<file path="config.mk">
export PLATFORM = sky130hd
export DESIGN_NAME = obj_draw
export DESIGN_NICKNAME = d
export VERILOG_FILES = /design/src/design/obj_pkg.sv /design/src/design/obj_draw.sv
export SDC_FILE = /design/constraint.sdc
export NUM_CORES = 1
export LEC_CHECK = 0
export ABC_AREA = 1
export BUFFER_PORTS_ARGS = -buffer_cell sky130_fd_sc_hd__buf_2
export CORE_MARGIN = 4
export CORE_UTILIZATION = 50
export CTS_CLUSTER_DIAMETER = 50
export CTS_CLUSTER_SIZE = 28
export DETAILED_ROUTE_END_ITERATION = 8
export HOLD_SLACK_MARGIN = 0.02
export PLACE_DENSITY = 0.78
export SYNTH_ARGS = -nofsm -noshare
export SYNTH_HDL_FRONTEND = slang
export SYNTH_SLANG_ARGS = --single-unit
export TNS_END_PERCENT = 10
</file>
<file path="constraint.sdc">
create_clock -name clk -period 2.7 [get_ports clk]
set_input_delay 0.405 -clock clk [delete_from_list [all_inputs] [get_ports clk]]
set_output_delay 0.405 -clock clk [all_outputs]
set_load 0.01 [all_outputs]
</file>
<file path="src/design/obj_pkg.sv">
//**************************************************************************
// Object engine package
// Table geometry, graphics ROM addressing and the structs that carry
// bus requests, draw jobs and line buffer writes between the blocks
//**************************************************************************

package obj_pkg;

    // Object table
    localparam int OBJ_COUNT   = 16;
    localparam int ENTRY_BYTES = 4;
    localparam int TABLE_AW    = 6;

    // Line buffer and sprite size
    localparam int LINE_W = 256;
    localparam int SPR_H  = 16;

    // Graphics ROM address is {code, row}
    localparam int ROM_AW = 12;

    typedef struct packed {
        logic [TABLE_AW-1:0] paddr;
        logic                psel;
        logic                penable;
        logic                pwrite;
        logic [7:0]          pwdata;
    } apb_req_t;

    typedef struct packed {
        logic                req;
        logic [TABLE_AW-1:0] addr;
    } ram_rd_t;

    // Row is already flipped for vflip
    typedef struct packed {
        logic [7:0] code;
        logic [3:0] row;
        logic [7:0] xpos;
        logic [3:0] pal;
        logic       hflip;
    } draw_job_t;

    // Data is {pal, color}
    typedef struct packed {
        logic       en;
        logic [7:0] addr;
        logic [7:0] data;
    } lb_wr_t;

endpackage

</file>
<file path="src/design/obj_draw.sv">
//**************************************************************************
// Sprite draw engine
// Fetches one 8-pixel row from the graphics ROM and writes its opaque
// pixels into the line buffer, one pixel per clock
//**************************************************************************

`timescale 1ns/100ps

module obj_draw (
    input  logic                       clk,
    input  logic                       rst,
    input  logic                       job_valid,
    input  obj_pkg::draw_job_t         job,
    output logic                       job_ready,
    output logic                       rom_cs,
    output logic [obj_pkg::ROM_AW-1:0] rom_addr,
    input  logic [31:0]                rom_data,
    input  logic                       rom_ok,
    output obj_pkg::lb_wr_t            lb_wr
);

    typedef enum logic [1:0] {
        D_IDLE,
        D_FETCH,
        D_DRAW,
        D_GAP
    } state_t;

    state_t             state;
    obj_pkg::draw_job_t job_r;
    logic [31:0]        row_r;
    logic [2:0]         k;
    logic [2:0]         koff;
    logic [8:0]         xsum;
    logic [3:0]         color;

    assign job_ready = state == D_IDLE;

    // 7 - k is the bitwise inverse for a 3-bit count
    assign koff  = job_r.hflip ? ~k : k;
    assign xsum  = {1'b0, job_r.xpos} + {6'd0, koff};
    assign color = row_r[{k, 2'b00} +: 4];

    // Color 0 is transparent, pixels past x = 255 are clipped
    assign lb_wr.en   = state == D_DRAW && color != 4'd0 && !xsum[8];
    assign lb_wr.addr = xsum[7:0];
    assign lb_wr.data = {job_r.pal, color};

    always_ff @(posedge clk) begin
        if (job_valid && job_ready) begin
            job_r    <= job;
            rom_addr <= {job.code, job.row};
        end
        if (state == D_FETCH && rom_ok) begin
            row_r <= rom_data;
        end
    end

    always_ff @(posedge clk or posedge rst) begin
        if (rst) begin
            state  <= D_IDLE;
            rom_cs <= 1'b0;
            k      <= '0;
        end else begin
            case (state)
                D_IDLE: begin
                    if (job_valid) begin
                        rom_cs <= 1'b1;
                        state  <= D_FETCH;
                    end
                end
                D_FETCH: begin
                    if (rom_ok) begin
                        rom_cs <= 1'b0;
                        k      <= '0;
                        state  <= D_DRAW;
                    end
                end
                D_DRAW: begin
                    k <= k + 3'd1;
                    if (k == 3'd7) begin
                        state <= D_GAP;
                    end
                end
                default: state <= D_IDLE;
            endcase
        end
    end

endmodule

</file>
==> impl_metrics.ini <==
[drt]
drt_iter0_markers = 117
firstDrtPassIters = 4
remaining_drc_errors = 0
vias_per_cell = 4.73
wl_per_cell_microns = 13.5
routed_wl_microns = 5500
vias = 1924
ant_nets = 0

[worst_setup_path]
crit_family = adder cells
r2r-end = state[1]$_DFFE_PP0P_
cpMostUsedCell = nand2_1
start_kind = flip-flop
path_cells = xor2_1 -> ha_1 -> fa_1 -> nand2_1 -> a21boi_2 -> nand2_1 -> nor2_2 -> nand3_1 -> nand2_1 -> nor2_1 -> buf_2
crit_path_top_delay_cell = edfxtp_1
critPathCapture = lb_wr[16]
startpoint = job_r[0]$_DFFE_PP_
reg2reg_depth = 6
critPathKind = reg -> out
required_ps = 2300
arrival_ps = 2200
critPathBufInv = 1
crit_cells = 11
critPathCaptureType = primary output
crit_fanout = 3
max_stage_delay_ps = 450
regToRegSetupSlack_ps = 1040
r2r_start = k[0]$_DFFE_PP0P_

[grt]
use_met2_pct = 28.0
grt_usage_pct = 16.9
grt_pass1_vias = 1832
grt_util_met1_pct = 20.4
grt.busiest_layer = met2
grt_remaining_overflow = 0
grt_max_degree = 33
antenna_found_initial = 0
gr-usage-met3_pct = 5.53
grt_pass1_wl_microns = 8350

[clocking]
root_buffer = clkbuf_8
insertion_delay_ps = 330
cts.path.max_buffers = 2
clock-sinks = 63
cts_tree = built
path_clk_slew_ps = 70
htreeDepth = 3
numCtsBuffers = 9

[layout]
seqCellArea_sq_um = 1860
nets = 404
layout-drive-gt1-share_pct = 35.3
multiInputGateArea_sq_um = 667
final_cell_mix = 91 x buf_2, 57 x edfxtp_1, 50 x nand2_1
synthToLayoutAreaGrowth_pct = 23.7
fillers = 410
final_common_cell = buf_2
final_util_pct = 65.6
n_antenna_cell = 0

[synth]
syn_nets = 305
synth_edf_count = 57
yosys_register_bits = 63
syn_area_per_cell_sq_um = 11.9
synth_area_sq_um = 2780
yosysWarnings = 0
synth_ff_type = edfxtp_1
syn_inst = 234
synth_async_sr_flop_share_pct = 9.52
synth-seq-area-share_pct = 67.1
synth.distinct_cells = 21

[sta]
setup_tns_ps = 0
maxSlewViolCount = 0
final-setup-viol-count = 0
rsz0062_at_grt = false
layout_worst_path_cycle_share_pct = 96.6
setup_ws_ps = 90.9
fmax_mhz = 383
finClkSkew_ps = 4.98
slew-limit-headroom_pct = 71.5
tightest_slew_ps = 423
hold_viol_final = 0
period_needed_ps = 2610

[floorplan]
initial_core_util_pct = 53.0
fp.dieH_microns = 82.5
pin_count = 92
die_w_microns = 82.5
core-area_sq_um = 5240
dieArea_sq_um = 6810
fp-row-count = 26

[flow_run]
maxCapViolations = 0

[place]
dp_hpwl_microns = 4100
dp_slack_ps = 417
place.gp.congestion = 0.820
io_buffers = 91

[worst_hold_path]
hp-class = in -> reg

[power]
leakage_uw = 0.00162
p_per_area_nw_per_um2 = 951
peakVddDrop_v = 0.000513

[status]
status = finished clean
## cell usage after synthesis (3+ instances only)
library cell	count	share of area, %
buf_4	4	1.1
inv_1	41	5.5
dfrtp_1	6	5.4
nor2_1	5	0.68
o21ai_0	8	1.4
nand2_2	7	1.6
nand2_1	50	6.8
xor2_1	8	2.5
buf_6	3	1.2
edfxtp_1	57	62
ha_1	9	4.1
nand3_1	27	4.9
## worst register-to-register path, cell delays in order, from the launching register on
cell and delay [ps]:
dfrtp_1 390, buf_4 220, ha_1 230, ha_1 190
o21ai_0 360, nor2_1 70, a21oi_1 120
## stage by stage
| step | power, uW | instances | area, sq um | hold WS [ps] |
|---|---|---|---|---|
| floorplan | 2250 | 234 | 2780 | 196 |
| global route | 3480 | 407 | 3440 | 223 |
| detailed placement | 2620 | 391 | 3270 | 346 |
| CTS | 3290 | 407 | 3430 | 232 |
| finish | 3270 | 407 | 3440 | 247 |
| global placement | 2580 | 391 | 3270 | 331 |
## worst min path at each step
stage | start | to | slack [ps] | cells after the start
after floorplan | rst | k[0]$_DFFE_PP0P_ | 200 | 1
after global placement | rst | rom_cs$_DFFE_PP0P_ | 330 | 2
after detailed placement | rst | state[0]$_DFFE_PP0P_ | 350 | 2
after CTS | job[16] | rom_addr[3]$_DFFE_PP_ | 230 | 1
after global routing | rom_data[27] | row_r[27]$_DFFE_PP_ | 220 | 1
final | job[16] | rom_addr[3]$_DFFE_PP_ | 250 | 1
## cell families (layout without fill, tap and decap cells)
kind of cell    after synthesis  after routing  synth area share [%]
compound gates               11             11                  2.16
xor+xnor                      8              8                  2.52
fa+ha+maj                    10             10                  4.78
buf+inv                      51            154                  9.15
flops                        63             63                  67.1
simple gates                 91             91                  14.3
## where the power goes
group	total [uW]	switching, uW	internal [uW]
registers	1340	78.5	1260
clock network	652	332	319
logic	1280	807	469
total	3270	1220	2050
## routing by layer
layer	vias to the layer above	routed length [microns]	part of all wire [%]
met1	897	2170	40
met2	56	2880	52
met3	11	344	6.3
met4	0	104	1.9
li1	960	-	-
met5	-	0	0
## repair_timing
action	in CTS	in global routing
hold buffers	1	0
setup buffers	0	0
gates resized for setup	0	2
endpoints found under the setup margin	0	2
endpoints found under the hold margin	6	0
## cell type report
class	instances	share of cell area (%)
clock inverter	5	0.765
sequential	63	54.2
clock buffer	10	3.71
timing repair buffer	96	14.4
tap	70	2.55
inverter	43	4.95
multi-input combinational	120	19.4
## registers in the layout, summed over array words and instances (netlist names)
register  flops
k             3
row_r        32
lb_wr         4
rom_addr     12
rom_cs        1
state         2
job_r         9
Note: power is estimated with default switching activity, not from simulation.
