--- src/design/obj_pkg.sv ---
//**************************************************************************
// Object engine package
// Table geometry, graphics ROM addressing and the structs that carry
// bus requests, draw jobs and line buffer writes between the blocks
//**************************************************************************

package obj_pkg;

    // Object table
    localparam int OBJ_COUNT   = 16;
    localparam int ENTRY_BYTES = 4;
    localparam int TABLE_AW    = 6;

    // Line buffer and sprite size
    localparam int LINE_W = 256;
    localparam int SPR_H  = 16;

    // Graphics ROM address is {code, row}
    localparam int ROM_AW = 12;

    typedef struct packed {
        logic [TABLE_AW-1:0] paddr;
        logic                psel;
        logic                penable;
        logic                pwrite;
        logic [7:0]          pwdata;
    } apb_req_t;

    typedef struct packed {
        logic                req;
        logic [TABLE_AW-1:0] addr;
    } ram_rd_t;

    // Row is already flipped for vflip
    typedef struct packed {
        logic [7:0] code;
        logic [3:0] row;
        logic [7:0] xpos;
        logic [3:0] pal;
        logic       hflip;
    } draw_job_t;

    // Data is {pal, color}
    typedef struct packed {
        logic       en;
        logic [7:0] addr;
        logic [7:0] data;
    } lb_wr_t;

endpackage

--- src/design/obj_line_buffer.sv ---
//**************************************************************************
// Double line buffer
// Back half takes draw writes, front half is read out on the pixel
// enable and cleared behind the read, halves swap at line start
//**************************************************************************

`timescale 1ns/100ps

module obj_line_buffer (
    input  logic            clk,
    input  logic            rst,
    input  logic            line_start,
    input  logic            pxl_cen,
    input  logic [7:0]      hdump,
    input  obj_pkg::lb_wr_t lb_wr,
    output logic [7:0]      pxl
);

    localparam int DEPTH = 2 * obj_pkg::LINE_W;

    logic [7:0]       mem [DEPTH];
    logic [DEPTH-1:0] valid;
    logic             sel;
    logic [8:0]       wr_addr;
    logic [8:0]       rd_addr;

    // sel picks the front half
    assign wr_addr = {~sel, lb_wr.addr};
    assign rd_addr = {sel, hdump};

    always_ff @(posedge clk) begin
        if (lb_wr.en) begin
            mem[wr_addr] <= lb_wr.data;
        end
    end

    // Valid bits give the cleared state, so the RAM needs no clear write
    always_ff @(posedge clk or posedge rst) begin
        if (rst) begin
            sel   <= 1'b0;
            valid <= '0;
            pxl   <= 8'd0;
        end else begin
            if (line_start) begin
                sel <= ~sel;
            end
            if (lb_wr.en) begin
                valid[wr_addr] <= 1'b1;
            end
            if (pxl_cen) begin
                pxl            <= valid[rd_addr] ? mem[rd_addr] : 8'd0;
                valid[rd_addr] <= 1'b0;
            end
        end
    end

endmodule

--- config.mk ---
export PLATFORM = sky130hd
export DESIGN_NAME = obj_line_buffer
export DESIGN_NICKNAME = d
export VERILOG_FILES = /design/src/design/obj_pkg.sv /design/src/design/obj_line_buffer.sv
export SDC_FILE = /design/constraint.sdc
export NUM_CORES = 2
export LEC_CHECK = 0
export BUFFER_PORTS_ARGS = -buffer_cell sky130_fd_sc_hd__buf_2
export CORE_MARGIN = 5
export CORE_UTILIZATION = 37
export DETAILED_ROUTE_END_ITERATION = 10
export GPL_TIMING_DRIVEN = 0
export PLACE_DENSITY = 0.59
export REMOVE_ABC_BUFFERS = 1
export SLEW_MARGIN = 20
export SYNTH_ARGS = -nofsm -noshare
export SYNTH_HDL_FRONTEND = slang
export SYNTH_SLANG_ARGS = --single-unit
--- constraint.sdc ---
create_clock -name clk -period 27.2 [get_ports clk]
set_input_delay 4.08 -clock clk [delete_from_list [all_inputs] [get_ports clk]]
set_output_delay 4.08 -clock clk [all_outputs]
set_load 0.005 [all_outputs]
==> impl_results.md <==
* Largest net degree at the start of global routing at 129
* CTS Buf Count at 466
* # setup viols final at 0
* Die Span Y at 709.2 um
* Clock power share at 0.419
* Crit-path slowest cell: o31ai_2
* Worst Skew at 0.04391 ns
* Initial antenna violation count at 53
* Sw Pwr at 0.003498 W
* Critical path peak fanout at 79
* Setup bufs post-CTS at 0
* Most frequent cells in the layout: 4096 x edfxtp_1, 1189 x mux4_2, 984 x nor2_1
* Reg clk slew, reported paths at 0.06 ns
* WL final at 589.6 mm
* Worst r2r src: sel$_DFFE_PP0P_
* H-tree depth at 5
* DRC violations left at 0
* Hold Buf Count CTS at 0
* Comb power frac at 0.068
* Post-synth EDFFs at 4096
* Max IR drop VDD at 0.05880 mV
* Seq cells post-synth at 4617
* Die ar. at 0.5029 mm^2
* Die span in x at 709.2 um
* ANT nets after route at 0
* Hold path endpoint: valid[450]$_DFF_PP0_
* Status: completed
* Async set or reset register ratio after synthesis at 0.1128
* Share of cells above drive strength 1 at 0.2416
* Mean Syn Cell Area at 19.76 um^2
* Fin util at 0.4286
* Core area at 0.4865 mm^2
* Yosys warning count at 0
* Post-synthesis sequential area ratio at 0.7521
* FMAX at 97.18 MHz
* Cell Chain, Critical Path: buf_12 -> buf_16 -> buf_16 -> buf_16 -> buf_16 -> buf_16 -> buf_16 -> mux2i_1 -> a22oi_1 -> nand3_1 -> o2111ai_1 -> o41ai_1 -> nand3_1 -> o31ai_2 -> a32oi_1
* Latest clock arrival within the worst-skew pair at 1.01 ns
* Max-slew violations at 0
* Worst path most repeated cell: buf_16
* Starting DRT DRC Count at 15119
* Most common cell after layout, fill and taps aside: edfxtp_1
* Starting Density at 0.3717
* Final hold vios at 0
* IO buf count at 36
* Global-route wire length before repair at 807.3 mm
* Via count at 98731
* Unique masters post-synth at 67
* Cells after Synth at 9152
* Post_cts resized at 0
* Min cycle time layout at 10.29 ns
* Slew HR at 0.1513
* Worst EP required at 28.02 ns
* Final worst path period share at 0.3783
* R2r endpoint: pxl[0]$_DFFE_PP0P_
* Main synth FF type: edfxtp_1
* Switching Share at 0.2282
* R2R setup slack at 21.52 ns
* GRT overflow at 0
* Max cap viols at 0
* # rows at 256
* Setup TNS at 0 ns
* Clock sinks at 4617
* Worst-margin pin slew at 1.269 ns
* P_int at 0.01183 W
* GP Congestion at 0.8624
* RSZ-0062 raised after global routing: no
* Power per cell area at 73.52 mW/mm^2
* Slowest stage delay, CP at 0.85 ns
* CTS tree: yes
* Min-delay src: valid[450]$_DFF_PP0_
* First-pass DRT Iterations at 10
* Area Overhead vs Synth at 15.30%
* Reg2Reg Depth at 9
* CTS Root Cell: clkbuf_16
* CP arrival at 11.11 ns
* Startpoint types: primary input
* GRT Util Overall at 0.2304
* IO Pins at 37
* HP Class: reg -> reg
* WS Path Type: in -> reg
* Nets at 9403
* Hold path depth at 1
* Wirelength per Cell at 36.26 um
* Leakage at 67.29 nW
* Crit end category: flip-flop
* Clock Tree Buf Depth at 4
* Vias in the first global route at 97184
* Post-detail-place hpwl at 394.6 mm
* Sequential share of power at 0.513
* Via density at 6.073
* Mapped cell area at 0.1809 mm^2
==> state kept, by name, indices dropped and copies added, names as in the netlist <==
signal  flops
pxl         8
valid     512
mem      4096
sel         1
==> cells by family (layout without fill, tap and decap cells) <==
family	after synthesis	after routing	share of synthesized area
other cells	0	23	0
buf+inv	590	1222	0.01655
flops	4617	4617	0.7521
compound gates	1020	1020	0.03565
xor+xnor	1	1	0.00004843
simple gates	1495	1495	0.03410
mux	1429	1429	0.1615
==> power groups by stage <==
stage                     registers (W)  logic [W]  clock network [W]
after detailed placement        0.00801    0.00102                  0
after global routing            0.00786    0.00107            0.00678
after global placement          0.00806    0.00137                  0
after CTS                       0.00786    0.00103            0.00648
final                           0.00786    0.00104            0.00643
after floorplan                 0.00797   0.000401                  0
==> metrics by stage <==
| stage | instances | worst slack (ns) | cell area [um^2] | hold WS, ns | total power, W |
|---|---|---|---|---|---|
| 4_1_cts | 16231 | 16.92 | 208400 | 0.4887 | 0.01537 |
| 3_3_place_gp | 15062 | -105.95 | 186200 | 0.4651 | 0.009424 |
| 6_report | 16257 | 16.91 | 208500 | 0.4899 | 0.01533 |
| 3_5_place_dp | 15353 | 15.85 | 193200 | 0.4731 | 0.009030 |
| 2_1_floorplan | 8576 | 8.565 | 177900 | 0.4546 | 0.008375 |
| 5_1_grt | 16239 | 16.55 | 208500 | 0.5010 | 0.01571 |
==> synth_stat cells (5+ instances only) <==
library cell     n  share of area
edfxtp_1      4096           0.68
mux4_2        1189           0.15
nor2_1        1037          0.022
dfrtp_1        521          0.072
a21oi_1        508          0.014
clkbuf_1       277         0.0057
mux2i_1        209          0.012
nand2_1        207         0.0043
a22oi_1        170         0.0071
buf_2          154         0.0043
nand3_1         89         0.0025
buf_4           66         0.0027
o22a_1          64         0.0031
o21ai_0         54         0.0015
buf_6           45         0.0028
o22ai_1         38         0.0013
a221oi_1        34         0.0016
buf_1           34        0.00071
nand4_1         32         0.0011
mux2_2          31         0.0019
nor3_1          29        0.00080
a22o_1          24         0.0012
a31oi_1         24        0.00083
a32oi_1         20        0.00097
nor2b_1         20        0.00069
o32a_1          16        0.00089
nor4_1          15        0.00052
a211oi_1        13        0.00054
inv_1           12        0.00025
o2111ai_1       11        0.00053
and3_1          10        0.00035
nor3b_1          9        0.00037
o211ai_1         9        0.00037
nand2b_1         8        0.00028
o221ai_1         8        0.00039
and2_1           7        0.00024
and3b_1          7        0.00034
a2111oi_0        6        0.00029
nand3b_1         5        0.00021
==> layer usage <==
layer  global-route usage  share of wire
met5            0.0004806        0.00014
met4               0.1157          0.059
met3              0.07736           0.13
met2               0.3417           0.45
met1               0.3034           0.37
==> worst max path at each step <==
| stage | from | end | cells past startpoint |
|---|---|---|---|
| final | hdump[0] | pxl[0]$_DFFE_PP0P_ | 15 |
| after global routing | hdump[0] | pxl[1]$_DFFE_PP0P_ | 15 |
| after CTS | hdump[0] | pxl[4]$_DFFE_PP0P_ | 14 |
| after detailed placement | hdump[0] | pxl[4]$_DFFE_PP0P_ | 14 |
| after global placement | hdump[0] | valid[68]$_DFF_PP0_ | 3 |
| after floorplan | rst | pxl[0]$_DFFE_PP0P_ | 1 |
==> area by class of cell <==
type | count | area (um^2)
clock buffers | 628 | 12810
inverters | 14 | 75.07
clock inverters | 250 | 2467
fillers | 41279 | 278000
repair buffers | 330 | 6401
multi-input cells | 3945 | 42620
well taps | 6450 | 8070
flip-flops and latches | 4617 | 136000
diodes | 23 | 57.56
==> worst max-delay path, delay by kind of cell <==
family / cells / cell delay (ns)
multiplexers: 1 / 0.28
AND/OR/NAND/NOR: 2 / 0.90
AO/OA/AOI/OAI: 5 / 2.31
buffers and inverters: 7 / 2.82
(Power assumes the default switching activity.)
