`config.mk`:
```
export PLATFORM = sky130hd
export DESIGN_NAME = obj_scan
export DESIGN_NICKNAME = d
export VERILOG_FILES = /design/src/design/obj_pkg.sv /design/src/design/obj_scan.sv
export SDC_FILE = /design/constraint.sdc
export NUM_CORES = 1
export LEC_CHECK = 0
export BUFFER_PORTS_ARGS = -buffer_cell sky130_fd_sc_hd__buf_2
export CAP_MARGIN = 20
export CORE_ASPECT_RATIO = 0.75
export CORE_UTILIZATION = 45
export CTS_CLUSTER_SIZE = 8
export DETAILED_ROUTE_END_ITERATION = 16
export HOLD_SLACK_MARGIN = 0.05
export PLACE_DENSITY_LB_ADDON = 0.12
export SYNTH_ARGS = -nofsm -noshare
export SYNTH_HDL_FRONTEND = slang
export SYNTH_SLANG_ARGS = --single-unit
```
`constraint.sdc`:
```
create_clock -name clk -period 6.1 [get_ports clk]
set_input_delay 0.915 -clock clk [delete_from_list [all_inputs] [get_ports clk]]
set_output_delay 0.915 -clock clk [all_outputs]
set_load 0.01 [all_outputs]
```
`src/design/obj_pkg.sv`:
```
//**************************************************************************
// Object engine package
// Table geometry, graphics ROM addressing and the structs that carry
// bus requests, draw jobs and line buffer writes between the blocks
//**************************************************************************

package obj_pkg;

    // Object table
    localparam int OBJ_COUNT   = 16;
    localparam int ENTRY_BYTES = 4;
    localparam int TABLE_AW    = 6;

    // Line buffer and sprite size
    localparam int LINE_W = 256;
    localparam int SPR_H  = 16;

    // Graphics ROM address is {code, row}
    localparam int ROM_AW = 12;

    typedef struct packed {
        logic [TABLE_AW-1:0] paddr;
        logic                psel;
        logic                penable;
        logic                pwrite;
        logic [7:0]          pwdata;
    } apb_req_t;

    typedef struct packed {
        logic                req;
        logic [TABLE_AW-1:0] addr;
    } ram_rd_t;

    // Row is already flipped for vflip
    typedef struct packed {
        logic [7:0] code;
        logic [3:0] row;
        logic [7:0] xpos;
        logic [3:0] pal;
        logic       hflip;
    } draw_job_t;

    // Data is {pal, color}
    typedef struct packed {
        logic       en;
        logic [7:0] addr;
        logic [7:0] data;
    } lb_wr_t;

endpackage

```
`src/design/obj_scan.sv`:
```
//**************************************************************************
// Object table scanner
// Walks the 16 entries at each line start, checks which sprites cover
// the line being prepared and hands them to the draw engine
//**************************************************************************

`timescale 1ns/100ps

module obj_scan (
    input  logic               clk,
    input  logic               rst,
    input  logic               line_start,
    input  logic [7:0]         vrender,
    output obj_pkg::ram_rd_t   rd,
    input  logic               rd_valid,
    input  logic [7:0]         rd_data,
    output logic               job_valid,
    output obj_pkg::draw_job_t job,
    input  logic               job_ready
);

    typedef enum logic [1:0] {
        S_IDLE,
        S_START,
        S_READ,
        S_ISSUE
    } state_t;

    state_t     state;
    logic [3:0] idx;
    logic [1:0] byte_sel;
    logic [7:0] y_r;
    logic [7:0] x_r;
    logic [7:0] code_r;
    logic [7:0] diff;
    logic       in_zone;
    logic       last;

    // Line offset inside the sprite, wraps modulo 256
    assign diff    = vrender - y_r;
    assign in_zone = diff < 8'(obj_pkg::SPR_H);
    assign last    = idx == 4'(obj_pkg::OBJ_COUNT - 1);

    assign rd.req  = state == S_READ;
    assign rd.addr = {idx, byte_sel};

    // Entry bytes arrive as y, x, code, attr
    always_ff @(posedge clk) begin
        if (state == S_READ && rd_valid) begin
            case (byte_sel)
                2'd0: y_r <= rd_data;
                2'd1: x_r <= rd_data;
                2'd2: code_r <= rd_data;
                default: begin
                    job.code  <= code_r;
                    job.row   <= rd_data[5] ? ~diff[3:0] : diff[3:0];
                    job.xpos  <= x_r;
                    job.pal   <= rd_data[3:0];
                    job.hflip <= rd_data[4];
                end
            endcase
        end
    end

    always_ff @(posedge clk or posedge rst) begin
        if (rst) begin
            state     <= S_IDLE;
            idx       <= '0;
            byte_sel  <= '0;
            job_valid <= 1'b0;
        end else if (line_start) begin
            // A scan still running is dropped here
            state     <= S_START;
            idx       <= '0;
            byte_sel  <= '0;
            job_valid <= 1'b0;
        end else begin
            case (state)
                // One quiet cycle so a late read result gets ignored
                S_START: state <= S_READ;
                S_READ: begin
                    if (rd_valid) begin
                        byte_sel <= byte_sel + 2'd1;
                        if (byte_sel == 2'd3) begin
                            if (in_zone) begin
                                job_valid <= 1'b1;
                                state     <= S_ISSUE;
                            end else if (last) begin
                                state <= S_IDLE;
                            end else begin
                                idx <= idx + 4'd1;
                            end
                        end
                    end
                end
                S_ISSUE: begin
                    if (job_ready) begin
                        job_valid <= 1'b0;
                        if (last) begin
                            state <= S_IDLE;
                        end else begin
                            idx   <= idx + 4'd1;
                            state <= S_READ;
                        end
                    end
                end
                default: state <= S_IDLE;
            endcase
        end
    end

endmodule

```
==> impl_metrics.py, run 1 <==
metrics = {
    "final_layout": {
        "diodes": 0,
        "fill_cells": 413,
        "synthToLayoutAreaGrowth_pct": 23.8,
        "final_common_cell": "buf_2",
        "layout-drive-gt1-share_pct": 33.2,
        "final_nets": 259,
        "finalInstanceArea_um2": 3020,
        "final_cell_mix": "buf_2, edfxtp_1, ha_1",
    },
    "sta": {
        "slew_viol_final": 0,
        "fmax_mhz": 327,
        "period_minus_slack_ps": 3060,
        "rsz0062_at_grt": "no",
        "setup_viol": 0,
        "final.period_utilization_pct": 50.2,
        "max-slew-margin-rel_pct": 53.5,
        "clock_skew_ps": 6.23,
        "hold_viol_final": 0,
        "tightest_slew_ps": 696,
        "tns_ps": 0,
    },
    "worst_setup_path": {
        "path_cells": "buf_2, inv_1, ha_1, inv_1, fa_1, a211oi_2, o21bai_1, a21oi_2, xnor2_1, nor4_4, a211oi_1, mux2_1",
        "worstPathRequired_ps": 6310,
        "cp_slowest_cell": "nor4_4",
        "critPathArrivalTime_ps": 3270,
        "worst_setup_path_start_kind": "input port",
        "crit_fanout": 6,
        "end_kind": "register",
        "cpMostUsedCell": "inv_1",
        "max_stage_delay_ps": 450,
        "crit_type": "input port to register",
    },
    "synth": {
        "yosys.cell_types.count": 33,
        "async_flop_share_pct": 15.5,
        "synthesis.area_um2": 2440,
        "syn-instance-count": 161,
        "synth_top_flop_cell": "edfxtp_1",
        "synth_nets": 196,
        "avgSynthCellArea_um2": 15.1,
        "synth_edf_count": 49,
        "ys_ff_latch": 58,
        "ys_warn_count": 0,
        "ys_seq_area_share_pct": 69.6,
    },
    "route": {
        "dr.pass1.iters": 4,
        "detail-route-antenna-nets": 0,
        "route.detailed.drc": 0,
        "vias": 1419,
        "post_drt_wl_per_cell_um": 13.5,
        "wl_um": 4060,
        "via_per_inst": 4.71,
        "drt_iter0_drc": 35,
    },
    "power_and_ir_drop": {
        "p_per_area_nw_per_um2": 288,
        "power_mw": 0.870,
        "peakVddDrop_v": 0.000155,
        "leakagePower_nw": 1.23,
    },
    "clock_tree": {
        "cts.sinks": 58,
        "clk_latency_ps": 330,
        "cts_setup_buffers": 0,
        "root_buffer": "clkbuf_8",
        "clockBufferDepth": 2,
        "cts_max_level": 3,
        "path_clk_slew_ps": 60,
        "cts-resized-gates": 0,
        "cts_buffers": 9,
        "tritoncts": "yes",
        "cts_hold_buf": 0,
    },
    "global_routing": {
        "antenna_found_initial": 0,
        "grt_max_degree": 27,
        "grt_pass1_vias": 1418,
        "grt_util_all_layers_pct": 16.2,
        "grt-ovfl-total": 0,
        "grt_pass1_wl_um": 6380,
    },
    "floorplanning": {
        "die_width_um": 87.0,
        "die-area_um2": 5720,
        "initial_utilization_pct": 48.4,
        "core_region_area_um2": 5040,
        "fp-row-count": 22,
        "ios": 54,
        "fp.dieH_um": 65.7,
    },
    "placed_design": {
        "routabilityCongestion": 0.876,
        "place_area_um2": 2780,
        "dp_hpwl_um": 2810,
        "portBuffers": 53,
    },
    "run_status": {
        "status": "finished clean",
    },
    "hold_path": {
        "min_path_type": "register to register",
    },
    "flow_run": {
        "maxCapViolCount": 0,
    },
}
critical path, delay by kind of cell:
| kind | cells | cell delay [ps] |
|---|---|---|
| compound gates | 4 | 680 |
| xor+xnor | 1 | 110 |
| fa+ha+maj | 2 | 560 |
| buf+inv | 3 | 210 |
| mux | 1 | 340 |
| simple gates | 1 | 450 |
cell usage after synthesis, types with 2 or more instances:
library cell,count,area [µm²]
edfxtp_1,49,1470
ha_1,13,163
inv_1,11,41.3
dfrtp_1,9,225
nand2_1,9,33.8
nor2_1,9,33.8
a21oi_1,7,35.0
xnor2_1,6,52.6
nand3_1,5,25.0
xor2_1,5,43.8
and3_1,4,25.0
nand2b_1,4,25.0
nor2b_1,4,25.0
a21o_1,2,15.0
a21oi_2,2,17.5
a311oi_1,2,17.5
mux2_1,2,22.5
o21a_1,2,15.0
o21ai_0,2,10.0
logic make-up after synthesis:
kind of cell,count (synthesis),synth area share (%)
compound gates,24,6.88
flops,58,69.6
mux,4,1.95
buf+inv,13,2.05
xor+xnor,11,3.95
fa+ha+maj,14,7.50
simple gates,37,8.01
final timing paths:
| path | from | end | slack [ps] | depth (start not counted) |
|---|---|---|---|---|
| min | code_r[6] | job[23] | 420 | 0 |
| min in group asynchronous | rst | byte_sel[0] | 550 | 2 |
| max in group asynchronous | rst | idx[1] | 5290 | 2 |
| max | vrender[0] | idx[3] | 3040 | 12 |
| min reg2reg | code_r[6] | job[23] | 420 | 0 |
| max reg2reg | y_r[0] | idx[3] | 3400 | 10 |
flip-flops by register name, summed over array words and instances (netlist names):
name and count:
code_r 8, job_valid 1, state 2, y_r 8, job 25, idx 4, x_r 8, byte_sel 2
routing by layer:
layer	track usage [%]	vias to the layer above	routed length [µm]
li1	-	719	-
met1	17.7	654	1730
met2	27.4	42	2060
met3	7.66	4	241
met4	6.67	0	31
met5	0	-	0
report_power, final:
part	leakage (nW)	total, mW	internal [mW]	switching, mW
Sequential	0.562	0.436	0.433	0.00300
Clock	0.105	0.380	0.229	0.151
Combinational	0.565	0.0539	0.0233	0.0306
area by class of cell:
class	instances	area (µm²)	share of cell area, %
Clock inverter	7	93.8	3.11
Timing Repair Buffer	54	280	9.29
Clock buffer	9	124	4.11
Multi-Input combinational cell	90	689	22.9
Inverter	11	41.3	1.37
Tap cell	72	90.1	2.99
Sequential cell	58	1700	56.3
per-stage QoR:
step	hold WS (ps)	worst slack, ps	util [%]	std cells
final	419	3040	59.9	301
after global routing	424	2860	59.9	301
after CTS	419	3070	59.6	300
after detailed placement	406	2720	55.2	284
after global placement	404	2760	55.2	284
after floorplan	400	3030	-	161
Note: power is estimated with default switching activity, not from simulation.
==> inputs of run 2 (changes only) <==
clock period = 3 ns   (was 6.1 ns; I/O delays follow)
==> impl_metrics.py, run 2 (synthesis results as in run 1) <==
metrics = {
    "clock_tree": {
        "cts.sinks": 58,
        "cts_hold_buf": 0,
        "cts_max_level": 3,
        "cts_setup_buffers": 0,
        "cts_buffers": 9,
        "clk_latency_ps": 330,
        "cts-resized-gates": 0,
        "tritoncts": "yes",
        "path_clk_slew_ps": 70,
        "clockBufferDepth": 2,
        "root_buffer": "clkbuf_8",
    },
    "sta": {
        "clock_skew_ps": 5.93,
        "slew_viol_final": 0,
        "period_minus_slack_ps": 2660,
        "tightest_slew_ps": 683,
        "tns_ps": 0,
        "max-slew-margin-rel_pct": 54.4,
        "hold_viol_final": 0,
        "finalWorstSetupSlack_ps": 337,
        "final.period_utilization_pct": 88.8,
        "fin_hold_ws_ps": 78.4,
        "setup_viol": 0,
        "fmax_mhz": 375,
        "rsz0062_at_grt": "no",
    },
    "route": {
        "vias": 1417,
        "dr.pass1.iters": 4,
        "route.detailed.drc": 0,
        "drt_iter0_drc": 66,
        "wl_um": 4050,
        "via_per_inst": 4.71,
        "detail-route-antenna-nets": 0,
        "post_drt_wl_per_cell_um": 13.4,
    },
    "run_status": {
        "status": "finished clean",
    },
    "placed_design": {
        "routabilityCongestion": 0.885,
        "dp_hpwl_um": 2860,
        "portBuffers": 53,
        "place_inst": 285,
        "pre_cts_slack_ps": 73.3,
        "place_area_um2": 2790,
    },
    "worst_setup_path": {
        "r2r_start": "y_r[0]",
        "cp_slowest_cell": "nor4_4",
        "path_cells": "ha_1, inv_1, fa_1, a211oi_2, o21bai_1, a21oi_2, xnor2_1, nor4_4, a211oi_1, mux2_1",
        "critical-path-top-delay-family": "compound AO/OA/AOI/OAI gates",
        "end_kind": "register",
        "critPathLaunch": "y_r[0]",
        "critPathArrivalTime_ps": 2880,
        "worst_setup_path_start_kind": "register",
        "crit_fanout": 6,
        "critPathBufInv": 1,
        "crit_type": "register to register",
        "worstPathRequired_ps": 3210,
        "max_stage_delay_ps": 460,
    },
    "final_layout": {
        "multi_input_area_um2": 689,
        "final_cell_mix": "buf_2, edfxtp_1, ha_1",
        "largest_register": "job",
        "synthToLayoutAreaGrowth_pct": 23.5,
        "final_nets": 259,
        "postLayoutCoreUtil_pct": 59.7,
        "ff_latch_area_um2": 1700,
        "layout.cells.non_filler": 301,
        "largest_reg_flops": 25,
        "finalInstanceArea_um2": 3010,
        "layout-drive-gt1-share_pct": 33.2,
        "diodes": 0,
        "final_common_cell": "buf_2",
        "fill_cells": 414,
    },
    "global_routing": {
        "grt_pass1_vias": 1450,
        "grt_pass1_wl_um": 6440,
        "grt_util_all_layers_pct": 16.4,
        "antenna_found_initial": 0,
        "grt-ovfl-total": 0,
        "grt_max_degree": 27,
    },
    "floorplanning": {
        "fp.dieH_um": 65.7,
        "die-area_um2": 5720,
        "core_region_area_um2": 5040,
        "ios": 54,
        "initial_utilization_pct": 48.4,
        "die_width_um": 87.0,
        "fp-row-count": 22,
    },
    "power_and_ir_drop": {
        "power_mw": 1.77,
        "p_per_area_nw_per_um2": 589,
        "peakVddDrop_v": 0.000405,
        "leakagePower_nw": 1.23,
    },
    "hold_path": {
        "min_path_type": "input port to async pin",
    },
    "flow_run": {
        "maxCapViolCount": 0,
    },
}
-- run 2: cell type report --
class	count	share of cell area, %
clock buffer	9	4.12
inverter	11	1.37
multi-input combinational	90	22.9
timing repair buffer	54	9.07
clock inverter	7	3.12
tap	72	3.00
sequential	58	56.4
-- run 2: path summary, 6_finish.rpt --
| kind | end | slack, ps | depth (start not counted) |
|---|---|---|---|
| setup / recovery | idx[3] | 340 | 10 |
| max in group asynchronous | idx[3] | 2660 | 2 |
| hold reg to reg | job[8] | 410 | 0 |
| setup reg to reg | idx[3] | 340 | 10 |
| hold / removal | byte_sel[0] | 80 | 2 |
| min in group clk | x_r[6] | 330 | 1 |
-- run 2: power by group --
group | total [mW] | switching (mW) | internal (mW)
logic | 0.110 | 0.0621 | 0.0474
clock network | 0.776 | 0.310 | 0.465
registers | 0.887 | 0.00615 | 0.881
total | 1.77 | 0.379 | 1.39
-- run 2: layer usage --
metal / GRT usage (%) / share of wire [%] / vias up / routed length [µm]
met4: 8.33 / 1.5 / 0 / 62
met1: 17.2 / 41 / 656 / 1660
li1: - / - / 714 / -
met3: 7.79 / 6.0 / 5 / 243
met5: 0 / 0 / - / 0
met2: 27.7 / 51 / 42 / 2080
