<file path="src/design/obj_pkg.sv">
//**************************************************************************
// Object engine package
// Table geometry, graphics ROM addressing and the structs that carry
// bus requests, draw jobs and line buffer writes between the blocks
//**************************************************************************

package obj_pkg;

    // Object table
    localparam int OBJ_COUNT   = 16;
    localparam int ENTRY_BYTES = 4;
    localparam int TABLE_AW    = 6;

    // Line buffer and sprite size
    localparam int LINE_W = 256;
    localparam int SPR_H  = 16;

    // Graphics ROM address is {code, row}
    localparam int ROM_AW = 12;

    typedef struct packed {
        logic [TABLE_AW-1:0] paddr;
        logic                psel;
        logic                penable;
        logic                pwrite;
        logic [7:0]          pwdata;
    } apb_req_t;

    typedef struct packed {
        logic                req;
        logic [TABLE_AW-1:0] addr;
    } ram_rd_t;

    // Row is already flipped for vflip
    typedef struct packed {
        logic [7:0] code;
        logic [3:0] row;
        logic [7:0] xpos;
        logic [3:0] pal;
        logic       hflip;
    } draw_job_t;

    // Data is {pal, color}
    typedef struct packed {
        logic       en;
        logic [7:0] addr;
        logic [7:0] data;
    } lb_wr_t;

endpackage

</file>
<file path="src/design/obj_ram_arbiter.sv">
//**************************************************************************
// Object table RAM arbiter
// Single-port 64-byte table shared by the APB slave and the line scanner,
// with APB access cycles taking priority over scanner reads
//**************************************************************************

`timescale 1ns/100ps

module obj_ram_arbiter (
    input  logic              clk,
    input  logic              rst,
    input  obj_pkg::apb_req_t apb,
    output logic              pready,
    output logic [7:0]        prdata,
    input  obj_pkg::ram_rd_t  rd,
    output logic              rd_valid,
    output logic [7:0]        rd_data
);

    localparam int DEPTH = obj_pkg::OBJ_COUNT * obj_pkg::ENTRY_BYTES;

    logic                         apb_grant;
    logic                         rd_grant;
    logic [obj_pkg::TABLE_AW-1:0] addr;
    logic [7:0]                   mem [DEPTH];
    logic [7:0]                   q;

    // An access cycle is served once, pready marks it as done
    assign apb_grant = apb.psel & apb.penable & ~pready;

    // Scanner only gets the RAM when no APB access waits,
    // and not again while its previous result is being returned
    assign rd_grant = rd.req & ~apb_grant & ~rd_valid;

    assign addr = apb_grant ? apb.paddr : rd.addr;

    always_ff @(posedge clk) begin
        if (apb_grant && apb.pwrite) begin
            mem[addr] <= apb.pwdata;
        end
        q <= mem[addr];
    end

    always_ff @(posedge clk or posedge rst) begin
        if (rst) begin
            pready   <= 1'b0;
            rd_valid <= 1'b0;
        end else begin
            pready   <= apb_grant;
            rd_valid <= rd_grant;
        end
    end

    // Same read register serves both requesters
    assign prdata  = q;
    assign rd_data = q;

endmodule

</file>
<file path="config.mk">
export PLATFORM = sky130hd
export DESIGN_NAME = obj_ram_arbiter
export DESIGN_NICKNAME = d
export VERILOG_FILES = /design/src/design/obj_pkg.sv /design/src/design/obj_ram_arbiter.sv
export SDC_FILE = /design/constraint.sdc
export NUM_CORES = 1
export LEC_CHECK = 0
export BUFFER_PORTS_ARGS = -buffer_cell sky130_fd_sc_hd__buf_4
export CORE_MARGIN = 2
export CORE_UTILIZATION = 45
export CTS_CLUSTER_SIZE = 16
export DETAILED_ROUTE_END_ITERATION = 8
export SLEW_MARGIN = 25
export SYNTH_ARGS = -nofsm -noshare
export SYNTH_HDL_FRONTEND = slang
export SYNTH_SLANG_ARGS = --single-unit
</file>
<file path="constraint.sdc">
create_clock -name clk -period 3.5 [get_ports clk]
set_clock_uncertainty 0.15 [all_clocks]
set_input_delay 0.7 -clock clk [delete_from_list [all_inputs] [get_ports clk]]
set_output_delay 0.7 -clock clk [all_outputs]
set_load 0.03 [all_outputs]
</file>
==> flow_metrics.py, run 1 <==
metrics = {
    "run_status": {
        "status": "complete, no violations",
    },
    "detailed_routing": {
        "dr.pass1.iters": 7,
        "wire_per_inst_um": 28.6,
        "vias_per_cell": 6.55,
        "wl_um": 67900,
        "drt_iter0_drc": 2099,
        "num_vias": 15600,
        "drc": 0,
        "antenna_left": 0,
    },
    "yosys": {
        "synth_nets": 1571,
        "syn_avg_cell_area_sq_um": 14.9,
        "muxShareOfSynthArea": 0.0688,
        "ys_seq_area_frac": 0.678,
        "synth_top_area_cell": "edfxtp_1",
        "synth-simple-area-share": 0.126,
        "synth_compound_area_frac": 0.0929,
        "synth_top_family_by_area": "simple AND/OR/NAND/NOR gates",
        "synth_cells": 1545,
        "syn-cell-area_sq_mm": 0.0230,
        "synth_seq_cells": 522,
        "ys_top_cells_by_area": "edfxtp_1, nand4b_1, mux2i_1",
        "synthXorXnorAreaFrac": 0,
        "yosys_warnings": 0,
        "synthAdderAreaFrac": 0,
        "synth.distinct_cells": 35,
        "yosysTopAreaCellShare": 0.669,
    },
    "floorplanning": {
        "io_pins": 44,
        "dieArea_sq_mm": 0.0529,
        "die_height_um": 230,
        "core_area_sq_mm": 0.0503,
        "row_count": 82,
        "fp.dieW_um": 230,
        "start_util": 0.457,
    },
    "global_route": {
        "grt_pass1_vias": 14900,
        "grt_overflow": 0,
        "grtUsageTotal": 0.254,
        "grt_max_degree": 71,
        "antenna_found_initial": 0,
        "grt_pass1_wl_um": 100000,
    },
    "worst_setup_path": {
        "start_kind": "flop",
        "critPathCapture": "prdata[5]",
        "r2r_setup_slack_ps": 110,
        "cp.required_ps": 3820,
        "worstSetupPathType": "flop to flop",
        "arrival_ps": 3710,
        "worst_setup_path_end_kind": "flop",
        "crit_fanout": 27,
        "r2r-end": "prdata[5]",
        "crit_start": "pready",
        "rr_worst_depth": 9,
        "rr_startpoint": "pready",
    },
    "sta": {
        "rsz0062_at_grt": "no",
        "hold_viol": 0,
        "max_freq_mhz": 295,
        "tightestPinTransition_ps": 945,
        "post-route-period-util": 0.970,
        "slew_viol_final": 0,
        "fin_crit_ps": 3390,
        "relSlewSlack": 0.354,
        "setup_viol": 0,
    },
    "flow_run": {
        "maxCapViolCount": 0,
    },
    "clock_tree": {
        "htree_levels": 2,
        "clk-insertion-delay-late_ps": 610,
        "cts_buffer_depth": 3,
        "cts.sink_count": 522,
        "tritoncts": "done",
        "cts_buffers": 52,
        "clkSlewWorstSetupHoldPaths_ps": 60,
        "cts_root_buffer": "clkbuf_16",
    },
    "layout": {
        "seqCellArea_sq_mm": 0.0156,
        "drive_gt1_frac": 0.204,
        "final_cell_count_no_fill": 2375,
        "num-fill-cells": 4112,
        "multiInputGateArea_sq_mm": 0.00665,
        "n_antenna_cell": 0,
        "area_growth_pct": 16.8,
        "stdcell_area_sq_mm": 0.0269,
        "final_nets": 1690,
    },
    "pwr": {
        "p_per_area_mw_per_mm2": 518,
        "cellLeakagePower_nw": 8.71,
        "vdd_drop_max_v": 0.000511,
    },
    "placed_design": {
        "io_buffer_count": 43,
        "place_inst": 2281,
        "gp_congestion": 0.869,
        "placed_cell_area_sq_mm": 0.0251,
        "hpwl_um": 40800,
    },
    "hold_path": {
        "min_path_type": "input port to flop",
    },
}
-- cell type report --
cell class,instances,share of cell area
clock buffers,67,0.0524
clock inverters,26,0.0128
inverters,2,0.000326
multi-input cells,845,0.248
flip-flops and latches,522,0.580
well taps,672,0.0313
repair buffers,241,0.0754
-- per-stage QoR --
| step | hold slack (ps) | setup TNS, ps | setup WS, ps | utilization | power [mW] |
|---|---|---|---|---|---|
| after floorplan | 291 | 0 | 576 | - | 7.69 |
| after global placement | 269 | -737 | -286 | 0.499 | 8.25 |
| after detailed placement | 282 | -818 | -326 | 0.499 | 8.26 |
| after CTS | 186 | 0 | 185 | 0.534 | 14.0 |
| after global routing | 211 | 0 | 6.03 | 0.534 | 14.3 |
| final | 213 | 0 | 105 | 0.534 | 13.9 |
-- Yosys cell counts, drive strengths merged --
cell and count:
a22oi 128, mux2i 151, a221oi 16, a2111oi 48, or3 4, a31oi 48
a22o 16, buf 58, nand2 7, inv 2, nor2 74, nand3b 7
edfxtp 512, a31o 16, nand3 8, dfxtp 8, and3 1, nor3b 7
dfrtp 2, nor2b 2, nand4b 192, clkbuf 118, nor4 8, nand4 104
mux2 6, nor3 2
-- logic make-up after synthesis --
| group | Yosys count |
|---|---|
| AO/OA/AOI/OAI | 272 |
| AND/OR/NAND/NOR | 416 |
| multiplexers | 157 |
| buffers and inverters | 178 |
| flip-flops | 522 |
-- flip-flops by register name, summed over array words and instances (netlist names) --
register	flops
pready	1
mem	512
prdata	8
rd_valid	1
-- how the worst min path moves through the flow --
stage / start / endpoint / slack [ps] / cells after the start
floorplan: rst / pready / 290 / 1
global route: rd[6] / rd_valid / 210 / 2
global placement: rd_valid / rd_valid / 270 / 1
finish: rd[6] / rd_valid / 210 / 2
detailed placement: rd_valid / rd_valid / 280 / 1
CTS: rd[6] / rd_valid / 190 / 2
-- critical path, stage by stage, from the launching register on --
cell,delay [ps]
dfrtp_1,380
nand3b_4,260
mux2_4,420
buf_12,210
a2111oi_1,860
buf_4,250
a31oi_1,90
nor4_1,330
buf_4,210
nand4_1,80
-- power breakdown --
part           internal (mW)  switching [mW]  total (mW)  leakage [nW]
clock network           3.42            2.35        5.78         0.857
registers               6.89          0.0312        6.92          4.69
logic                  0.427           0.800        1.23          3.16
total                   10.7            3.19        13.9          8.71
-- metal layers --
layer | routed length, um | track usage | up-vias
met1 | 29100 | 0.365 | 8004
met4 | 2110 | 0.0869 | 0
met5 | 0 | 0 | -
met2 | 31800 | 0.400 | 760
li1 | - | - | 6692
met3 | 4890 | 0.0336 | 111
-- timing repair --
action                     CTS  global route
setup endpoints to repair    1             1
resized for setup            1             1
setup buffers                0             0
hold endpoints to repair     2             0
hold buffers                 1             0
-- layout by cell type (no fill, tap or decap), types with 5 or more instances in the layout --
cell         n
buf_12      17
a2111oi_1    5
nor2_1      74
nand4b_1   192
nand3_1      8
bufinv_16    8
nor4_1       8
edfxtp_1   512
mux2_2       5
a31oi_1     48
a22o_1      16
dfxtp_1      8
clkbuf_16   53
a31o_2      16
mux2i_1    147
clkinv_2     9
nand4_1    104
a2111oi_0   38
nand2_1      7
a221oi_1    16
nand3b_1     6
clkinv_1     7
clkbuf_1    11
buf_4      223
nor3b_1      7
a2111oi_2    5
a22oi_1    128
No activity file was read; power rests on OpenSTA's default activity.
==> run 2, diff against run 1 <==
- BUFFER_PORTS_ARGS: -buffer_cell sky130_fd_sc_hd__buf_4 -> unset
- DONT_BUFFER_PORTS: unset -> 1
==> flow_metrics.py, run 2 (synthesis results as in run 1) <==
metrics = {
    "run_status": {
        "status": "complete, no violations",
    },
    "clock_tree": {
        "cts.sink_count": 522,
        "postCtsResizedCells": 0,
        "clk-insertion-delay-late_ps": 590,
        "cts_buffer_depth": 3,
        "tritoncts": "done",
        "clkSlewWorstSetupHoldPaths_ps": 60,
        "cts_root_buffer": "clkbuf_16",
        "htree_levels": 2,
        "cts_buffers": 51,
        "cts_setup_buffers": 0,
    },
    "sta": {
        "slew_viol_final": 0,
        "rsz0062_at_grt": "no",
        "setup_viol": 0,
        "hold_viol": 0,
        "setup_slack_ps": 184,
        "tns_ps": 0,
        "tightestPinTransition_ps": 922,
        "fin_crit_ps": 3320,
        "max_freq_mhz": 302,
        "post-route-period-util": 0.948,
        "relSlewSlack": 0.370,
    },
    "hold_path": {
        "min_path_type": "input port to flop",
        "hp-start": "apb[7]",
    },
    "global_route": {
        "grtUsageTotal": 0.251,
        "grt_overflow": 0,
        "grt_pass1_wl_um": 98700,
        "grt_pass1_vias": 14500,
        "antenna_found_initial": 1,
        "grt_max_degree": 158,
    },
    "layout": {
        "n_antenna_cell": 0,
        "area_growth_pct": 12.0,
        "regMostFlops": "mem",
        "largest_reg_flops": 512,
        "final_cell_mix": "edfxtp_1, nand4b_1, mux2i_1",
        "final_nets": 1576,
        "utilization": 0.512,
        "drive_gt1_frac": 0.145,
        "layout_commonest_cell": "edfxtp_1",
    },
    "pwr": {
        "p_int_mw": 10.2,
        "pwr-share-comb": 0.050,
        "cellLeakagePower_nw": 8.07,
        "vdd_drop_max_v": 0.000489,
        "p_clk_frac": 0.412,
        "p_per_area_mw_per_mm2": 507,
        "p_sw_frac": 0.217,
        "p_sw_mw": 2.83,
        "power_frac_seq": 0.538,
    },
    "placed_design": {
        "gp_congestion": 0.812,
        "io_buffer_count": 0,
        "pre_cts_ws_ps": -40.7,
        "hpwl_um": 37400,
    },
    "detailed_routing": {
        "wire_per_inst_um": 29.5,
        "num_vias": 15000,
        "antenna_left": 0,
        "vias_per_cell": 6.61,
        "dr.pass1.iters": 6,
        "drt_iter0_drc": 1398,
        "drc": 0,
        "wl_um": 66700,
    },
    "worst_setup_path": {
        "start_kind": "flop",
        "worst_setup_path_end_kind": "flop",
        "crit_chain": "nand3b_4 > mux2_2 > buf_4 > a2111oi_0 > a31oi_1 > nor4_1 > nand4_1",
        "cp.required_ps": 3810,
        "crit_fanout": 17,
        "crit_slowest_cell": "a2111oi_0",
        "crit_buf_inv": 1,
        "arrival_ps": 3620,
        "rr_startpoint": "pready",
        "worstSetupPathType": "flop to flop",
        "critical_path.top_delay_family": "compound AO/OA/AOI/OAI gates",
        "crit_start": "pready",
        "cp_slowest_stage_delay_ps": 650,
    },
    "floorplanning": {
        "io_pins": 44,
        "die_height_um": 230,
        "start_util": 0.457,
        "dieArea_sq_mm": 0.0529,
        "fp.dieW_um": 230,
        "core_area_sq_mm": 0.0503,
        "row_count": 82,
    },
    "flow_run": {
        "maxCapViolCount": 0,
    },
}
==> run 2: changes by cell type in the layout (fill, tap and decap cells not counted), sizes merged <==
cell and change:
buf -113, clkbuf -4, clkinvlp +1, clkinv +8, bufinv -4
==> run 2: final cells by class <==
| class | count | area (sq um) |
|---|---|---|
| fill | 4156 | 24500 |
| sequential | 522 | 15600 |
| multi-input combinational | 845 | 6650 |
| clock buffer | 63 | 1360 |
| timing repair buffer | 128 | 1060 |
| tap | 672 | 841 |
| clock inverter | 31 | 246 |
| inverter | 2 | 8.76 |
==> run 2: final timing paths <==
check	to	slack, ps	cells past startpoint
max in group asynchronous	pready	2830	2
hold / removal	mem[40][7]	50	0
min in group asynchronous	rd_valid	260	2
setup reg to reg	prdata[2]	180	7
hold reg to reg	rd_valid	510	1
setup / recovery	prdata[2]	180	7
==> run 2: timing repair <==
item | in CTS | in global routing
hold buffers | 1 | 0
endpoints found under the hold margin | 2 | 0
setup endpoints to repair | 0 | 0
==> run 2: power groups by stage <==
| stage | Combinational, mW | Clock [mW] | Sequential, mW |
|---|---|---|---|
| final | 0.649 | 5.37 | 7.02 |
| after global routing | 0.684 | 5.65 | 7.03 |
| after CTS | 0.645 | 5.44 | 7.02 |
| after detailed placement | 0.643 | 0 | 7.15 |
| after global placement | 0.640 | 0 | 7.16 |
| after floorplan | 0.610 | 0 | 7.08 |
==> run 2: layer usage <==
metal / GRT usage / wire length, um
met1: 0.340 / 27200
met2: 0.392 / 31100
met3: 0.0574 / 5850
met4: 0.102 / 2530
met5: 0 / 13
==> run 2: through the flow <==
step                      std cells  power, mW  instance area, sq um  hold WS [ps]
final                          2263       13.0                 25800          54.1
after global routing           2263       13.4                 25800          37.6
after CTS                      2263       13.1                 25800          26.7
after detailed placement       2168       7.80                 24100           298
after global placement         2168       7.80                 24100           293
after floorplan                1545       7.69                 23000           291
==> run 3, diff against run 2 <==
- CELL_PAD_IN_SITES_DETAIL_PLACEMENT: unset -> 2
- CELL_PAD_IN_SITES_GLOBAL_PLACEMENT: unset -> 2
- PLACE_DENSITY_LB_ADDON: unset -> 0.1
==> flow_metrics.py, run 3 (synthesis results as in run 1) <==
metrics = {
    "run_status": {
        "status": "complete, no violations",
    },
    "detailed_routing": {
        "drc": 0,
        "num_vias": 15600,
        "antenna_left": 0,
        "dr.pass1.iters": 5,
        "wl_um": 79100,
        "drt_iter0_drc": 1259,
        "vias_per_cell": 6.76,
        "wire_per_inst_um": 34.3,
    },
    "clock_tree": {
        "clk-insertion-delay-late_ps": 630,
        "tritoncts": "done",
        "htree_levels": 2,
        "postCtsResizedCells": 0,
        "cts_buffer_depth": 3,
        "cts_buffers": 55,
        "clkSlewWorstSetupHoldPaths_ps": 60,
        "cts_root_buffer": "clkbuf_16",
        "cts_setup_buffers": 0,
        "holdBufCountCts": 7,
        "cts.sink_count": 522,
    },
    "hold_path": {
        "min_to": "mem[45][3]",
        "hp-start": "apb[3]",
        "min_path_type": "input port to flop",
        "holdPathStages": 0,
    },
    "pwr": {
        "p_total_mw": 13.8,
        "vdd_drop_max_v": 0.000471,
        "p_per_area_mw_per_mm2": 525,
        "cellLeakagePower_nw": 8.33,
    },
    "floorplanning": {
        "die_height_um": 230,
        "start_util": 0.457,
        "row_count": 82,
        "dieArea_sq_mm": 0.0529,
        "io_pins": 44,
        "fp.dieW_um": 230,
        "core_area_sq_mm": 0.0503,
    },
    "sta": {
        "slew_viol_final": 0,
        "max_freq_mhz": 295,
        "tns_ps": 0,
        "fin_crit_ps": 3390,
        "relSlewSlack": 0.391,
        "tightestPinTransition_ps": 894,
        "setup_viol": 0,
        "post-route-period-util": 0.967,
        "hold_viol": 0,
    },
    "worst_setup_path": {
        "crit_slowest_cell": "nor4_1",
        "r2r_setup_slack_ps": 110,
        "critical_path.top_delay_family": "simple AND/OR/NAND/NOR gates",
        "rr_startpoint": "pready",
        "arrival_ps": 3720,
        "worst_setup_path_end_kind": "flop",
        "crit_chain": "nand3b_4 > buf_12 > mux2i_1 > or3_1 > a31oi_1 > nor4_1 > nand4_1",
        "start_kind": "flop",
        "crit_buf_inv": 1,
        "crit_fanout": 32,
        "cp.required_ps": 3830,
        "r2r-end": "prdata[6]",
        "cp_slowest_stage_delay_ps": 700,
        "rr_worst_depth": 7,
        "worstSetupPathType": "flop to flop",
    },
    "layout": {
        "drive_gt1_frac": 0.166,
        "area_growth_pct": 14.2,
        "regMostFlops": "mem",
        "final_nets": 1617,
        "largest_reg_flops": 512,
        "layout_commonest_cell": "edfxtp_1",
        "final_cell_mix": "edfxtp_1, nand4b_1, buf_4",
    },
    "global_route": {
        "grt_overflow": 0,
        "grtUsageTotal": 0.298,
        "grt_pass1_vias": 16500,
        "grt_pass1_wl_um": 116000,
        "grt_max_degree": 158,
        "antenna_found_initial": 2,
    },
    "placed_design": {
        "hpwl_um": 44100,
        "io_buffer_count": 0,
        "gp_congestion": 0.804,
    },
    "flow_run": {
        "maxCapViolCount": 0,
    },
}
==> run 3: metal layers <==
layer / track usage / share of wire
met2: 0.498 / 0.50
met3: 0.0536 / 0.063
met5: 0 / 0
met1: 0.389 / 0.40
met4: 0.114 / 0.037
==> run 3: power breakdown <==
group          leakage (nW)  internal, mW  switching (mW)
Combinational          2.75         0.307           0.417
Sequential             4.69          6.89           0.129
Clock                 0.889          3.54            2.50
Total                  8.33          10.7            3.05
==> run 3: layout make-up <==
| class | instances | area [sq um] |
|---|---|---|
| diodes | 3 | 7.51 |
| well taps | 672 | 841 |
| clock inverters | 29 | 355 |
| multi-input cells | 845 | 6660 |
| repair buffers | 165 | 1340 |
| clock buffers | 68 | 1470 |
| flip-flops and latches | 522 | 15600 |
| inverters | 2 | 8.76 |
| fillers | 4554 | 24000 |
==> run 3: stage by stage <==
stage	instance area, sq um	hold slack (ps)	cells	setup slack, ps	util
finish	26300	23.2	2306	115	0.522
global route	26300	9.13	2305	-26.1	0.522
CTS	26300	0.438	2303	179	0.522
detailed placement	24400	301	2199	20.3	0.485
global placement	24400	295	2199	52.3	0.485
floorplan	23000	291	1545	576	-
==> run 3: worst max path at each step <==
stage | depth (start not counted) | endpoint | startpoint | slack (ps)
global route | 7 | prdata[6] | pready | -30
finish | 7 | prdata[6] | pready | 110
CTS | 7 | prdata[6] | pready | 180
floorplan | 7 | mem[15][0] | apb[11] | 580
global placement | 7 | prdata[6] | apb[10] | 50
detailed placement | 7 | prdata[6] | apb[10] | 20
